--- config.mk ---
export PLATFORM = sky130hd
export DESIGN_NAME = output_queues
export DESIGN_NICKNAME = d
export VERILOG_FILES = /design/src/oq_regs_pkg.sv /design/src/oq_pkg.sv /design/src/output_queues.sv /design/src/oq_fifo.sv /design/src/oq_dispatch.sv /design/src/output_queues_regs.sv
export SDC_FILE = /design/constraint.sdc
export NUM_CORES = 2
export LEC_CHECK = 0
export ABC_AREA = 1
export BUFFER_PORTS_ARGS = -buffer_cell sky130_fd_sc_hd__buf_4
export CORE_MARGIN = 4
export CORE_UTILIZATION = 40
export DETAILED_ROUTE_END_ITERATION = 12
export PLACE_DENSITY = 0.61
export SLEW_MARGIN = 20
export SYNTH_ARGS = -nofsm -noshare
export SYNTH_HDL_FRONTEND = slang
export SYNTH_SLANG_ARGS = --single-unit
--- constraint.sdc ---
create_clock -name ACLK -period 7.5 [get_ports ACLK]
set_clock_uncertainty 0.2 [all_clocks]
set_input_delay 1.125 -clock ACLK [delete_from_list [all_inputs] [get_ports ACLK]]
set_output_delay 1.125 -clock ACLK [all_outputs]
set_load 0.005 [all_outputs]
--- src/oq_regs_pkg.sv ---
`default_nettype none

package oq_regs_pkg;

   // low address byte of each register.
   typedef enum logic [7:0] {
      QUEUES_NUM        = 8'h00,
      RESET_DROP_COUNTS = 8'h01,
      DROP_COUNT_0      = 8'h10,
      DROP_COUNT_1      = 8'h11,
      DROP_COUNT_2      = 8'h12,
      DROP_COUNT_3      = 8'h13,
      DROP_COUNT_4      = 8'h14,
      SPLIT_RATIO_0     = 8'h20,
      SPLIT_RATIO_1     = 8'h21,
      SPLIT_RATIO_2     = 8'h22,
      SPLIT_RATIO_3     = 8'h23,
      SPLIT_RATIO_4     = 8'h24
   } oq_reg_addr_e;

   typedef enum logic [1:0] {
      RESP_OKAY   = 2'b00,
      RESP_SLVERR = 2'b10
   } axi_resp_e;

   typedef enum logic [1:0] {
      WR_IDLE,
      WR_DATA,
      WR_RESP
   } oq_wr_state_e;

   typedef enum logic {
      RD_IDLE,
      RD_RESP
   } oq_rd_state_e;

endpackage

`default_nettype wire

--- src/oq_pkg.sv ---
`default_nettype none

package oq_pkg;

   // five slots, fixed by the register map.
   localparam int NUM_QUEUES = 5;

   typedef logic [31:0] cfg_word_t;

   typedef struct packed {
      cfg_word_t                   queues_num;
      logic                        reset_drop_counts;
      cfg_word_t [NUM_QUEUES-1:0]  split_ratio;
   } oq_cfg_t;

   // per-queue drop totals.
   typedef struct packed {
      cfg_word_t [NUM_QUEUES-1:0]  drop_count;
   } oq_stats_t;

endpackage

`default_nettype wire
--- src/output_queues.sv ---
`timescale 1ns/1ps
`default_nettype none

module output_queues #(
   parameter int DATA_WIDTH = 32,
   parameter int ADDR_WIDTH = 32,
   parameter int WORD_WIDTH = 64,
   parameter int DEPTH_LOG2 = 3
) (
   input  wire                                         ACLK,
   input  wire                                         ARESETN,
   input  wire [ADDR_WIDTH-1:0]                        AWADDR,
   input  wire                                         AWVALID,
   output wire                                         AWREADY,
   input  wire [DATA_WIDTH-1:0]                        WDATA,
   input  wire [DATA_WIDTH/8-1:0]                      WSTRB,
   input  wire                                         WVALID,
   output wire                                         WREADY,
   output wire [1:0]                                   BRESP,
   output wire                                         BVALID,
   input  wire                                         BREADY,
   input  wire [ADDR_WIDTH-1:0]                        ARADDR,
   input  wire                                         ARVALID,
   output wire                                         ARREADY,
   output wire [DATA_WIDTH-1:0]                        RDATA,
   output wire [1:0]                                   RRESP,
   output wire                                         RVALID,
   input  wire                                         RREADY,
   input  wire                                         in_valid,
   input  wire [WORD_WIDTH-1:0]                        in_data,
   input  wire [oq_pkg::NUM_QUEUES-1:0]                pop,
   output wire [oq_pkg::NUM_QUEUES-1:0][WORD_WIDTH-1:0] out_data,
   output wire [oq_pkg::NUM_QUEUES-1:0]                empty,
   output wire [oq_pkg::NUM_QUEUES-1:0]                full
);
   import oq_pkg::*;

   oq_cfg_t                 cfg;
   oq_stats_t               stats;
   logic [NUM_QUEUES-1:0]   push;
   logic [WORD_WIDTH-1:0]   push_data;

   output_queues_regs #(
      .DATA_WIDTH (DATA_WIDTH),
      .ADDR_WIDTH (ADDR_WIDTH)
   ) regs_i (
      .ACLK    (ACLK),
      .ARESETN (ARESETN),
      .cfg     (cfg),
      .stats   (stats),
      .AWADDR  (AWADDR),
      .AWVALID (AWVALID),
      .AWREADY (AWREADY),
      .WDATA   (WDATA),
      .WSTRB   (WSTRB),
      .WVALID  (WVALID),
      .WREADY  (WREADY),
      .BRESP   (BRESP),
      .BVALID  (BVALID),
      .BREADY  (BREADY),
      .ARADDR  (ARADDR),
      .ARVALID (ARVALID),
      .ARREADY (ARREADY),
      .RDATA   (RDATA),
      .RRESP   (RRESP),
      .RVALID  (RVALID),
      .RREADY  (RREADY)
   );

   oq_dispatch #(
      .WORD_WIDTH (WORD_WIDTH)
   ) dispatch_i (
      .ACLK      (ACLK),
      .ARESETN   (ARESETN),
      .cfg       (cfg),
      .in_valid  (in_valid),
      .in_data   (in_data),
      .full      (full),
      .push      (push),
      .push_data (push_data),
      .stats     (stats)
   );

   // one FIFO per output queue, sharing the push word.
   for (genvar i = 0; i < NUM_QUEUES; i++) begin : g_queue
      oq_fifo #(
         .WORD_WIDTH (WORD_WIDTH),
         .DEPTH_LOG2 (DEPTH_LOG2)
      ) fifo_i (
         .ACLK      (ACLK),
         .ARESETN   (ARESETN),
         .push      (push[i]),
         .push_data (push_data),
         .pop       (pop[i]),
         .head_data (out_data[i]),
         .empty     (empty[i]),
         .full      (full[i])
      );
   end

endmodule

`default_nettype wire

--- src/oq_fifo.sv ---
`timescale 1ns/1ps
`default_nettype none

module oq_fifo #(
   parameter int WORD_WIDTH = 64,
   parameter int DEPTH_LOG2 = 3
) (
   input  wire                     ACLK,
   input  wire                     ARESETN,
   input  wire                     push,
   input  wire [WORD_WIDTH-1:0]    push_data,
   input  wire                     pop,
   output logic [WORD_WIDTH-1:0]   head_data,
   output logic                    empty,
   output logic                    full
);
   localparam int DEPTH = 2 ** DEPTH_LOG2;

   logic [WORD_WIDTH-1:0]  mem [DEPTH];
   logic [DEPTH_LOG2:0]    wr_ptr;
   logic [DEPTH_LOG2:0]    rd_ptr;
   logic                   do_push;
   logic                   do_pop;

   // extra pointer bit tells full from empty.
   assign empty = wr_ptr == rd_ptr;
   assign full  = (wr_ptr[DEPTH_LOG2] != rd_ptr[DEPTH_LOG2]) &&
                  (wr_ptr[DEPTH_LOG2-1:0] == rd_ptr[DEPTH_LOG2-1:0]);

   assign do_push   = push & ~full;
   assign do_pop    = pop & ~empty;   // pop of an empty queue is ignored.
   assign head_data = empty ? '0 : mem[rd_ptr[DEPTH_LOG2-1:0]];

   always_ff @(posedge ACLK) begin
      if (do_push)
         mem[wr_ptr[DEPTH_LOG2-1:0]] <= push_data;
   end

   always_ff @(posedge ACLK) begin
      if (!ARESETN) begin
         wr_ptr <= '0;
         rd_ptr <= '0;
      end else begin
         if (do_push)
            wr_ptr <= wr_ptr + 1'b1;
         if (do_pop)
            rd_ptr <= rd_ptr + 1'b1;
      end
   end

endmodule

`default_nettype wire

--- src/oq_dispatch.sv ---
`timescale 1ns/1ps
`default_nettype none

module oq_dispatch #(
   parameter int WORD_WIDTH = 64
) (
   input  wire                              ACLK,
   input  wire                              ARESETN,
   input  wire oq_pkg::oq_cfg_t             cfg,
   input  wire                              in_valid,
   input  wire [WORD_WIDTH-1:0]             in_data,
   input  wire [oq_pkg::NUM_QUEUES-1:0]     full,
   output logic [oq_pkg::NUM_QUEUES-1:0]    push,
   output logic [WORD_WIDTH-1:0]            push_data,
   output oq_pkg::oq_stats_t                stats
);
   import oq_pkg::*;

   // wide enough for an index and for the active count.
   localparam int QW = $clog2(NUM_QUEUES + 1);

   logic [QW-1:0]  cur_q;
   logic [31:0]    run_cnt;
   logic [QW-1:0]  active;
   logic           in_run;
   logic [QW-1:0]  tgt;
   logic [QW-1:0]  tgt_inc;
   logic [31:0]    ratio;
   logic [31:0]    run_inc;
   logic           drop;

   // clamp queues_num to 1..NUM_QUEUES.
   always_comb begin
      if (cfg.queues_num == '0)
         active = QW'(1);
      else if (cfg.queues_num > 32'(NUM_QUEUES))
         active = QW'(NUM_QUEUES);
      else
         active = cfg.queues_num[QW-1:0];
   end

   assign in_run  = cur_q < active;
   assign tgt     = in_run ? cur_q : '0;   // out of range restarts at 0.
   assign tgt_inc = tgt + QW'(1);
   assign ratio   = (cfg.split_ratio[tgt] == '0) ? 32'd1 : cfg.split_ratio[tgt];
   assign run_inc = (in_run ? run_cnt : 32'd0) + 32'd1;
   assign drop    = in_valid & full[tgt];

   always_comb begin
      push      = '0;
      push[tgt] = in_valid & ~full[tgt];
   end

   assign push_data = in_data;

   // dropped words still move the schedule.
   always_ff @(posedge ACLK) begin
      if (!ARESETN) begin
         cur_q   <= '0;
         run_cnt <= '0;
      end else if (in_valid) begin
         if (run_inc >= ratio) begin
            cur_q   <= (tgt_inc >= active) ? '0 : tgt_inc;
            run_cnt <= '0;
         end else begin
            cur_q   <= tgt;
            run_cnt <= run_inc;
         end
      end
   end

   always_ff @(posedge ACLK) begin
      if (!ARESETN || cfg.reset_drop_counts)
         stats <= '0;   // held at zero while clear is set.
      else if (drop)
         stats.drop_count[tgt] <= stats.drop_count[tgt] + 32'd1;
   end

endmodule

`default_nettype wire

--- src/output_queues_regs.sv ---
`timescale 1ns/1ps
`default_nettype none

module output_queues_regs #(
   parameter int DATA_WIDTH = 32,
   parameter int ADDR_WIDTH = 32
) (
   input  wire                       ACLK,
   input  wire                       ARESETN,
   output oq_pkg::oq_cfg_t           cfg,
   input  wire oq_pkg::oq_stats_t    stats,
   input  wire [ADDR_WIDTH-1:0]      AWADDR,
   input  wire                       AWVALID,
   output logic                      AWREADY,
   input  wire [DATA_WIDTH-1:0]      WDATA,
   input  wire [DATA_WIDTH/8-1:0]    WSTRB,
   input  wire                       WVALID,
   output logic                      WREADY,
   output logic [1:0]                BRESP,
   output logic                      BVALID,
   input  wire                       BREADY,
   input  wire [ADDR_WIDTH-1:0]      ARADDR,
   input  wire                       ARVALID,
   output logic                      ARREADY,
   output logic [DATA_WIDTH-1:0]     RDATA,
   output logic [1:0]                RRESP,
   output logic                      RVALID,
   input  wire                       RREADY
);
   import oq_pkg::*;
   import oq_regs_pkg::*;

   oq_wr_state_e  wr_state;
   oq_wr_state_e  wr_state_next;
   oq_rd_state_e  rd_state;
   oq_rd_state_e  rd_state_next;
   logic [7:0]    wr_addr;
   logic [7:0]    wr_addr_next;
   logic [7:0]    rd_addr;
   logic [7:0]    rd_addr_next;
   axi_resp_e     bresp_q;
   axi_resp_e     bresp_next;
   oq_cfg_t       cfg_next;

   assign BRESP = bresp_q;

   // read channel.
   always_comb begin
      rd_state_next = rd_state;
      rd_addr_next  = rd_addr;
      ARREADY       = 1'b0;
      RVALID        = 1'b0;
      RDATA         = '0;
      RRESP         = RESP_OKAY;
      case (rd_state)
         RD_IDLE: begin
            ARREADY = 1'b1;
            if (ARVALID) begin
               rd_addr_next  = ARADDR[7:0];
               rd_state_next = RD_RESP;
            end
         end
         RD_RESP: begin
            RVALID = 1'b1;
            case (rd_addr)
               QUEUES_NUM:        RDATA = cfg.queues_num;
               RESET_DROP_COUNTS: RDATA = DATA_WIDTH'(cfg.reset_drop_counts);
               DROP_COUNT_0, DROP_COUNT_1, DROP_COUNT_2, DROP_COUNT_3, DROP_COUNT_4:
                  RDATA = stats.drop_count[rd_addr[2:0]];
               SPLIT_RATIO_0, SPLIT_RATIO_1, SPLIT_RATIO_2, SPLIT_RATIO_3, SPLIT_RATIO_4:
                  RDATA = cfg.split_ratio[rd_addr[2:0]];
               default:           RRESP = RESP_SLVERR;
            endcase
            if (RREADY)
               rd_state_next = RD_IDLE;
         end
      endcase
   end

   // write channel where drop counts are read only.
   always_comb begin
      wr_state_next = wr_state;
      wr_addr_next  = wr_addr;
      bresp_next    = bresp_q;
      cfg_next      = cfg;
      AWREADY       = 1'b0;
      WREADY        = 1'b0;
      BVALID        = 1'b0;
      case (wr_state)
         WR_IDLE: begin
            AWREADY = 1'b1;
            if (AWVALID) begin
               wr_addr_next  = AWADDR[7:0];
               wr_state_next = WR_DATA;
            end
         end
         WR_DATA: begin
            WREADY = 1'b1;
            if (WVALID) begin
               bresp_next = RESP_OKAY;
               case (wr_addr)
                  QUEUES_NUM:        cfg_next.queues_num = WDATA;
                  RESET_DROP_COUNTS: cfg_next.reset_drop_counts = WDATA[0];
                  SPLIT_RATIO_0, SPLIT_RATIO_1, SPLIT_RATIO_2, SPLIT_RATIO_3, SPLIT_RATIO_4:
                     cfg_next.split_ratio[wr_addr[2:0]] = WDATA;
                  default:           bresp_next = RESP_SLVERR;
               endcase
               wr_state_next = WR_RESP;
            end
         end
         WR_RESP: begin
            BVALID = 1'b1;
            if (BREADY)
               wr_state_next = WR_IDLE;
         end
         default: wr_state_next = WR_IDLE;
      endcase
   end

   always_ff @(posedge ACLK) begin
      if (!ARESETN) begin
         wr_state <= WR_IDLE;
         rd_state <= RD_IDLE;
         bresp_q  <= RESP_OKAY;
         cfg      <= '0;
      end else begin
         wr_state <= wr_state_next;
         rd_state <= rd_state_next;
         bresp_q  <= bresp_next;
         cfg      <= cfg_next;
      end
   end

   always_ff @(posedge ACLK) begin
      wr_addr <= wr_addr_next;
      rd_addr <= rd_addr_next;
   end

endmodule

`default_nettype wire

### Word-level counts from Yosys, hierarchy flattened

Memory sizes are Yosys's and may differ from the RTL's. A register that Yosys moved wholly into a read port is not among the register bits.
Index checks and enable logic that the tools add are counted.

| word-level totals | value |
|---|---|
| register bits | 449 |
| RAM bits | 2,560 |
| input port bits | 177 |
| memories kept | 5 |

Memory list:

| name | depth | width | read ports | clocked after memory_dff | write ports | RTL line | text |
|---|---|---|---|---|---|---|---|
| g_queue[0].fifo_i.mem | 8 | 64 | 1 | 1 | 1 | oq_fifo.sv:19 | `logic [WORD_WIDTH-1:0] mem [DEPTH];` |
| g_queue[1].fifo_i.mem | 8 | 64 | 1 | 1 | 1 | oq_fifo.sv:19 |  |
| g_queue[2].fifo_i.mem | 8 | 64 | 1 | 1 | 1 | oq_fifo.sv:19 |  |
| g_queue[3].fifo_i.mem | 8 | 64 | 1 | 1 | 1 | oq_fifo.sv:19 |  |
| g_queue[4].fifo_i.mem | 8 | 64 | 1 | 1 | 1 | oq_fifo.sv:19 |  |

| cells by class | value |
|---|---|
| add/subtract/negate cells | 13 |
| $lt $le $gt $ge | 9 |
| equal/unequal tests | 37 |
| mux-type cells | 68 |
| bitwise gates (word level) | 25 |
| reductions and logical operators | 26 |

Operators with widths:

| cell | count |
|---|---|
| $bmux W32 S3 | 4 |
| $bwmux W160 | 2 |
| $mux W32 | 10 |
| $mux W64 | 5 |
| $demux W32 S3 | 2 |
| $pmux W32 S4 | 1 |
| $eq A8 B6 Y1 const B | 10 |
| $add A32 B1 Y32 const B | 2 |
| $logic_not A32 Y1 | 2 |
| $mux W3 | 15 |
| $add A4 B1 Y4 const B | 10 |
| $eq A8 B5 Y1 const B | 5 |
| $ge A32 B32 Y1 | 1 |
| $gt A32 B3 Y1 const B | 1 |
| $eq A4 B4 Y1 | 5 |
| $mux W1 | 19 |
| $eq A8 B1 Y1 const B | 2 |
| $logic_not A8 Y1 | 2 |
| $eq A3 B3 Y1 | 5 |
| $reduce_or A5 Y1 | 3 |
| $and A1 B1 Y1 | 12 |
| $lt A3 B4 Y1 const B | 3 |
| $mux W2 | 6 |
| $not A1 Y1 | 12 |
| 21 further kinds | 39 |

### Longest topological paths before layout

| logic depth | value |
|---|---|
| word-level depth | 13 |
| mapped depth | 38 |

### By module

From an unflattened synthesis, not the netlist that was laid out.

| unflattened totals | value |
|---|---|
| cell total of the unflattened synthesis | 13,233 |
| area, all modules | 131,662.5 um^2 |

By module, submodules not included:

| module | times used | cells each | area an instance (um^2) | sequential area each (um^2) |
|---|---|---|---|---|
| oq_fifo at g_queue[0].fifo_i ... | 4 | 1,680 | 20,688.6 | 15,595.0 |
| oq_fifo at g_queue[3].fifo_i | 1 | 1,610 | 20,596.0 | 15,595.0 |
| output_queues_regs | 1 | 2,642 | 14,232.4 | 4,424.2 |
| oq_dispatch | 1 | 2,261 | 14,079.8 | 3,903.7 |

### Worst setup path after synthesis

OpenSTA, ideal clock, no wires.

| timing | value |
|---|---|
| path type | flip-flop to flip-flop |
| start | register, netlist name regs_i.cfg[184] |
| end | memory g_queue[2].fifo_i.mem[4][0], enable pin |
| setup time | 565 ps |
| arrival time | 7,428 ps |
| slack | -693 ps |
| cell stages (with the launch flop) | 19 |
| path buffers | 2 |
| clock period less this slack | 8,193 ps |
| cells stage by stage | dfxtp_1 -> nor2_1 -> nand2_1 -> nor2_1 -> nand2_1 -> nor2_2 -> nand2_1 -> nor2_1 -> ha_1 -> a21oi_2 -> nand3_4 -> nor2_2 -> buf_2 -> nand2_2 -> buf_2 -> nor2_1 -> inv_1 -> or2_2 -> nor3_1 |

| between the ends | value |
|---|---|
| longest elaborated chain between the ends | 13 |

Ends and longest elaborated chain:

| what | RTL line | text |
|---|---|---|
| $gt A32 B3 Y1 | oq_dispatch.sv:36 | `else if (cfg.queues_num > 32'(NUM_QUEUES))` |
| $mux W3 | oq_dispatch.sv:36 |  |
| $mux W3 (*) | oq_dispatch.sv:34 | `if (cfg.queues_num == '0)` |
| $lt A3 B3 Y1 (*) | oq_dispatch.sv:42 | `assign in_run = cur_q < active;` |
| $mux W3 (*) | oq_dispatch.sv:43 | `assign tgt = in_run ? cur_q : '0;` |
| $lt A3 B4 Y1 (not written as such) (tied with other cells) | oq_dispatch.sv:51 | `push[tgt] = in_valid & ~full[tgt];` |
| $logic_and A1 B1 Y1 (not written as such) or $mux W1 (tied branches) | oq_dispatch.sv:51 |  |
| $mux W1 (not written as such) or $not A1 Y1 (tied branches) | oq_dispatch.sv:51 |  |
| $demux W1 S3 or $and A1 B1 Y1 (tied branches) | -- |  |
| $and A5 B5 Y5 (no source line) (*) | -- |  |
| $and A1 B1 Y1 (*) | oq_fifo.sv:30 | `assign do_push = push & ~full;` |
| $mux W1 (*) | oq_fifo.sv:35 | `if (do_push)` |
| $mux W1 (not written as such) (*) | oq_fifo.sv:36 | `mem[wr_ptr[DEPTH_LOG2-1:0]] <= push_data;` |
| end, declared | oq_fifo.sv:19 |  |

Mark *: on every way between the ends. The rest lies on a longest branch, timed or not. The select of a mux whose other input is x is not followed.

### Worst setup path after layout

| timing | value |
|---|---|
| start | register, netlist name regs_i.cfg[184] |
| end | register dispatch_i.run_cnt[3] |

| between the ends | value |
|---|---|
| longest elaborated chain between the ends | 11 |

Ends and longest elaborated chain:

| what | RTL line | text |
|---|---|---|
| $gt A32 B3 Y1 | oq_dispatch.sv:36 |  |
| $mux W3 | oq_dispatch.sv:36 |  |
| $mux W3 (*) | oq_dispatch.sv:34 |  |
| $lt A3 B3 Y1 (*) | oq_dispatch.sv:42 |  |
| parallel branches: the longest is 6 deep, another holds $add A32 B1 Y32 | -- |  |
| $mux W32 (*) | oq_dispatch.sv:62 | `if (run_inc >= ratio) begin` |
| end signal, assigned | oq_dispatch.sv:67 | `run_cnt <= run_inc;` |
| end, declared | oq_dispatch.sv:23 | `logic [31:0] run_cnt;` |

Mark *: on every way between the ends. The select of a mux whose other input is x is not followed.
A chain may end at the register's enable or synchronous reset.

==> impl.org <==
** Logic synthesis
- Summed over all instances, the cell type with the most area after synthesis is sky130_fd_sc_hd__edfxtp_1.
- After synthesis, the largest area contributor takes up 62.2% of total cell area.
- In this run, synthesis produced a sequential element count of 3023.
- The number of different library cells used by synthesis comes to 56.
- Post-Syn Area :: 124000 um^2
- Among all flip-flop cells after synthesis, the most frequent one is sky130_fd_sc_hd__edfxtp_1.
- Post-synthesis async set-or-reset flop share :: 0%
- After synthesis, flip-flops and latches occupy 69.4% of the total area.
- In the synthesized netlist, the number of instances is 11200.
- Number of enable-type register cells in the synthesized netlist :: 2576
- Top post-synthesis cells by area :: sky130_fd_sc_hd__edfxtp_1, sky130_fd_sc_hd__o21ai_0, sky130_fd_sc_hd__dfxtp_1, sky130_fd_sc_hd__nor2_1, sky130_fd_sc_hd__nand2_1
- Avg Cell Area, Syn :: 11.1 um^2
- During synthesis, Yosys emitted a total of 0 warnings.

** STA
- Min Tclk post-route :: 6.45 ns
- Max frequency :: 0.155 GHz
- Across all setup checks in the final design, the least slack found is 1.05 ns.
- The worst pin sits at a relative slew slack of 16.3%.
- Total Neg Setup Slack :: 0 ns
- Hold Violations, Final :: 0
- Setup violations remaining at the end of the flow were counted as 0.
- For the pin with the worst max-slew slack, the measured transition is 1.25 ns.
- Setup repair after global routing missed its margin :: false
- Pins over their slew limit :: 0
- The final critical path takes up 86.0% of the cycle.

** Worst setup path
- The worst setup path is launched from a flop.
- Reg-to-reg startpoint :: regs_i.cfg[184]
- Category of the critical setup timing path :: reg -> reg
- Data on the critical path is required at its endpoint by 8.07 ns.
- Setup crit end kind :: flop
- Tracing the worst setup path back leads to its startpoint at regs_i.cfg[184].
- Critical Path Slowest Stage Cell :: sky130_fd_sc_hd__buf_4
- STA puts the critical path data arrival time at 7.02 ns.
- Longest individual stage delay on the worst path :: 0.53 ns
- Along the worst path, the maximum fanout reaches 34.

** Routing
- The first detailed-routing pass took 8 iterations.
- For this block, the initial DRC count from the detailed router was 9648.
- Via density :: 5.65
- Aggregate routed wire length :: 375 mm
- After detailed routing, the average wire length per cell comes to 23.7 um.
- The detail route stage leaves a number of antenna-violating nets equal to 0.
- The routed layout has 89300 vias.
- After detailed routing, the number of remaining DRC violations is 0.

** Floorplanning
- Core Region :: 309000 um^2
- For this configuration, the core starts out at a cell density of 40.2%.
- Row generation in the floorplan step produced 204 rows.
- The die covers 320000 um^2.
- Total I/O pin count :: 548
- Vertical die dimension :: 566 um
- Width of the die :: 566 um

** Cells and area
- The post-route netlist has 11.1% of its cells at a drive strength greater than 1.
- Most used cells in the layout excluding fill and tap cells :: sky130_fd_sc_hd__edfxtp_1, sky130_fd_sc_hd__nor2_1, sky130_fd_sc_hd__o21ai_0, sky130_fd_sc_hd__nand2_1, sky130_fd_sc_hd__buf_4
- Fin cells :: 15800
- Area of all placed cells without fillers :: 143000 um^2
- From synthesis to final layout, the design area changed by 15.2%.
- Net count reported at finish :: 11700
- Most common cell after layout, fill and taps aside :: sky130_fd_sc_hd__edfxtp_1

** Pwr
- Leakage :: 49.1 nW
- Total internal power :: 28.8 mW
- Portion of total power attributed to combinational logic :: 10.5%
- Of the total power, the share spent switching nets is 25.4%.
- Clock network fraction of total power :: 41.7%
- The analysis attributes to net switching a power of 9.80 mW.
- The completed layout was analyzed and its total power is 38.6 mW.
- Areal power density over the cells :: 270 nW/um^2
- Across the VDD grid, the largest voltage drop is 0.186 mV.
- Sequential cell fraction of total power :: 47.8%

** Placed design
- Number of I/O port buffers :: 493
- Total cell area at the placement stage :: 133000 um^2
- Dpl ws :: 1.11 ns
- Once detailed placement completed, the half-perimeter wirelength came to 217 mm.
- Placed Cells :: 15200
- At the end of routability-driven placement, the weighted congestion stood at 0.878.

** Clock tree
- CTS placed an instance of sky130_fd_sc_hd__clkbuf_16 at the clock tree root.
- Clock buffer count from CTS :: 326
- Clk sink count :: 3023
- TritonCTS built the clock tree.
- Clock transition time at the flip-flop clock pins of the worst setup and hold paths :: 0.06 ns
- For this design, the CTS-stage hold fixing added 0 buffers.
- The H-tree generated during clock tree synthesis spans 5 levels.
- Clock latency on the worst-skew pair, taken at its later pin, is 0.87 ns.
- Gates resized, CTS repair :: 0
- Number of setup buffers added after CTS :: 0
- Clock buffer depth :: 4

** GRT
- Largest net degree at the start of global routing :: 209
- Global routing consumed, over all layers together, 22.5% of the routing resources.
- Wire length of the first global-routing pass :: 550 mm
- Initial antenna violation count :: 9
- Remaining global-route overflow :: 0
- The via count of the first global-routing pass is 85600.

** Outcome
- Outcome :: complete, no violations

** Run
- Number of max-cap violations :: 0

** Min path
- In this run the most critical hold path is launched from AWADDR[1].
- The tightest min-delay check is of the in -> reg type.
==> kinds of logic (layout without fill, tap and decap cells) <==
family | count (synthesis) | count (layout) | share of synthesized area [%]
AOI/OAI and AO/OA | 3297 | 3297 | 14.5
xor gates and xnor gates | 53 | 53 | 0.379
adders and majority gates | 50 | 50 | 0.503
buffers and inverters | 1383 | 1862 | 4.29
DFF | 3023 | 3023 | 69.4
other | 1 | 6 | 0.00301
and+or+nand+nor | 3411 | 3411 | 10.9
==> power groups by stage <==
stage	sequential, mW	clock, mW	combinational, mW
after floorplan	18.7	0	2.20
after global placement	18.8	0	4.00
after detailed placement	18.8	0	4.07
after CTS	18.5	16.3	4.08
after global routing	18.5	17.0	4.44
final	18.5	16.1	4.07
==> flip-flops by register name, summed over array words and instances, names as in the netlist, named ones only <==
register / cells
g_queue.fifo_i.mem: 2560
regs_i.cfg: 193
dispatch_i.stats: 160
dispatch_i.run_cnt: 32
g_queue.fifo_i.rd_ptr: 20
g_queue.fifo_i.wr_ptr: 20
regs_i.rd_addr: 8
regs_i.wr_addr: 8
dispatch_i.cur_q: 3
regs_i.wr_state: 2
regs_i.BRESP: 1
regs_i.rd_state: 1
==> critical path, delay by kind of cell, from the launching register on <==
| kind | cells | cell delay (ns) |
|---|---|---|
| AO/OA/AOI/OAI | 7 | 1.38 |
| adder cells (fa/ha/maj) | 2 | 0.63 |
| buffers and inverters | 5 | 1.63 |
| flip-flops | 1 | 0.32 |
| AND/OR/NAND/NOR | 16 | 2.12 |
==> stage by stage <==
stage / hold WS [ns] / utilization (%)
final: 0.229 / 46.3
after detailed placement: 0.256 / 42.8
after global routing: 0.188 / 46.3
after floorplan: 0.234 / -
after global placement: 0.250 / 42.8
after CTS: 0.160 / 46.3
==> cells in the mapped netlist, types with 2 or more instances <==
cell type	n
sky130_fd_sc_hd__a31o_2	2
sky130_fd_sc_hd__nor3_1	49
sky130_fd_sc_hd__nand3_1	255
sky130_fd_sc_hd__nand3_4	3
sky130_fd_sc_hd__dfxtp_1	447
sky130_fd_sc_hd__nand2_2	9
sky130_fd_sc_hd__o21ai_1	27
sky130_fd_sc_hd__o211ai_1	5
sky130_fd_sc_hd__o2111ai_1	59
sky130_fd_sc_hd__inv_2	10
sky130_fd_sc_hd__clkinv_1	6
sky130_fd_sc_hd__o21bai_1	10
sky130_fd_sc_hd__inv_1	599
sky130_fd_sc_hd__or2_2	4
sky130_fd_sc_hd__a21oi_1	339
sky130_fd_sc_hd__buf_1	66
sky130_fd_sc_hd__o21ai_0	1996
sky130_fd_sc_hd__buf_2	22
sky130_fd_sc_hd__buf_4	16
sky130_fd_sc_hd__a31oi_1	322
sky130_fd_sc_hd__o21ai_2	5
sky130_fd_sc_hd__a211oi_1	5
sky130_fd_sc_hd__xnor2_1	17
sky130_fd_sc_hd__nor4_1	2
sky130_fd_sc_hd__clkbuf_1	657
sky130_fd_sc_hd__nand2_1	743
sky130_fd_sc_hd__o311ai_0	3
sky130_fd_sc_hd__nor2_4	3
sky130_fd_sc_hd__nand3b_1	4
sky130_fd_sc_hd__ha_1	50
sky130_fd_sc_hd__o221ai_1	23
sky130_fd_sc_hd__o21a_1	63
sky130_fd_sc_hd__xor2_1	35
sky130_fd_sc_hd__nor2_2	39
sky130_fd_sc_hd__buf_6	6
sky130_fd_sc_hd__o22ai_1	422
sky130_fd_sc_hd__edfxtp_1	2576
sky130_fd_sc_hd__nand4_1	57
sky130_fd_sc_hd__and3_1	2
sky130_fd_sc_hd__a22oi_1	7
sky130_fd_sc_hd__a2111oi_0	3
sky130_fd_sc_hd__nor2_1	2231
sky130_fd_sc_hd__nand3_2	6
==> cell type report <==
cell class / count / area [um^2]
Fill cell: 27700 / 166000
Sequential cell: 3023 / 86300
Multi-Input combinational cell: 6813 / 33200
Clock buffer: 404 / 8580
Timing Repair Buffer: 656 / 5480
Tap cell: 4120 / 5150
Inverter: 615 / 2370
Clock inverter: 187 / 2150
Antenna cell: 4 / 10.0
==> metal layers <==
layer | track usage, % | vias to the layer above | wire (um)
li1 | - | 40500 | -
met1 | 29.4 | 44200 | 149000
met2 | 37.1 | 3827 | 179000
met3 | 3.37 | 774 | 28300
met4 | 9.95 | 2 | 18400
met5 | 0 | - | 7
==> path summary, 6_finish.rpt <==
check | to | slack [ns] | depth (start not counted)
max | dispatch_i.run_cnt[3] | 1.05 | 30
min | regs_i.wr_addr[1] | 0.23 | 1
max reg2reg | dispatch_i.run_cnt[3] | 1.05 | 30
min reg2reg | dispatch_i.run_cnt[9] | 0.26 | 2
Note: power is estimated with default switching activity, not from simulation.
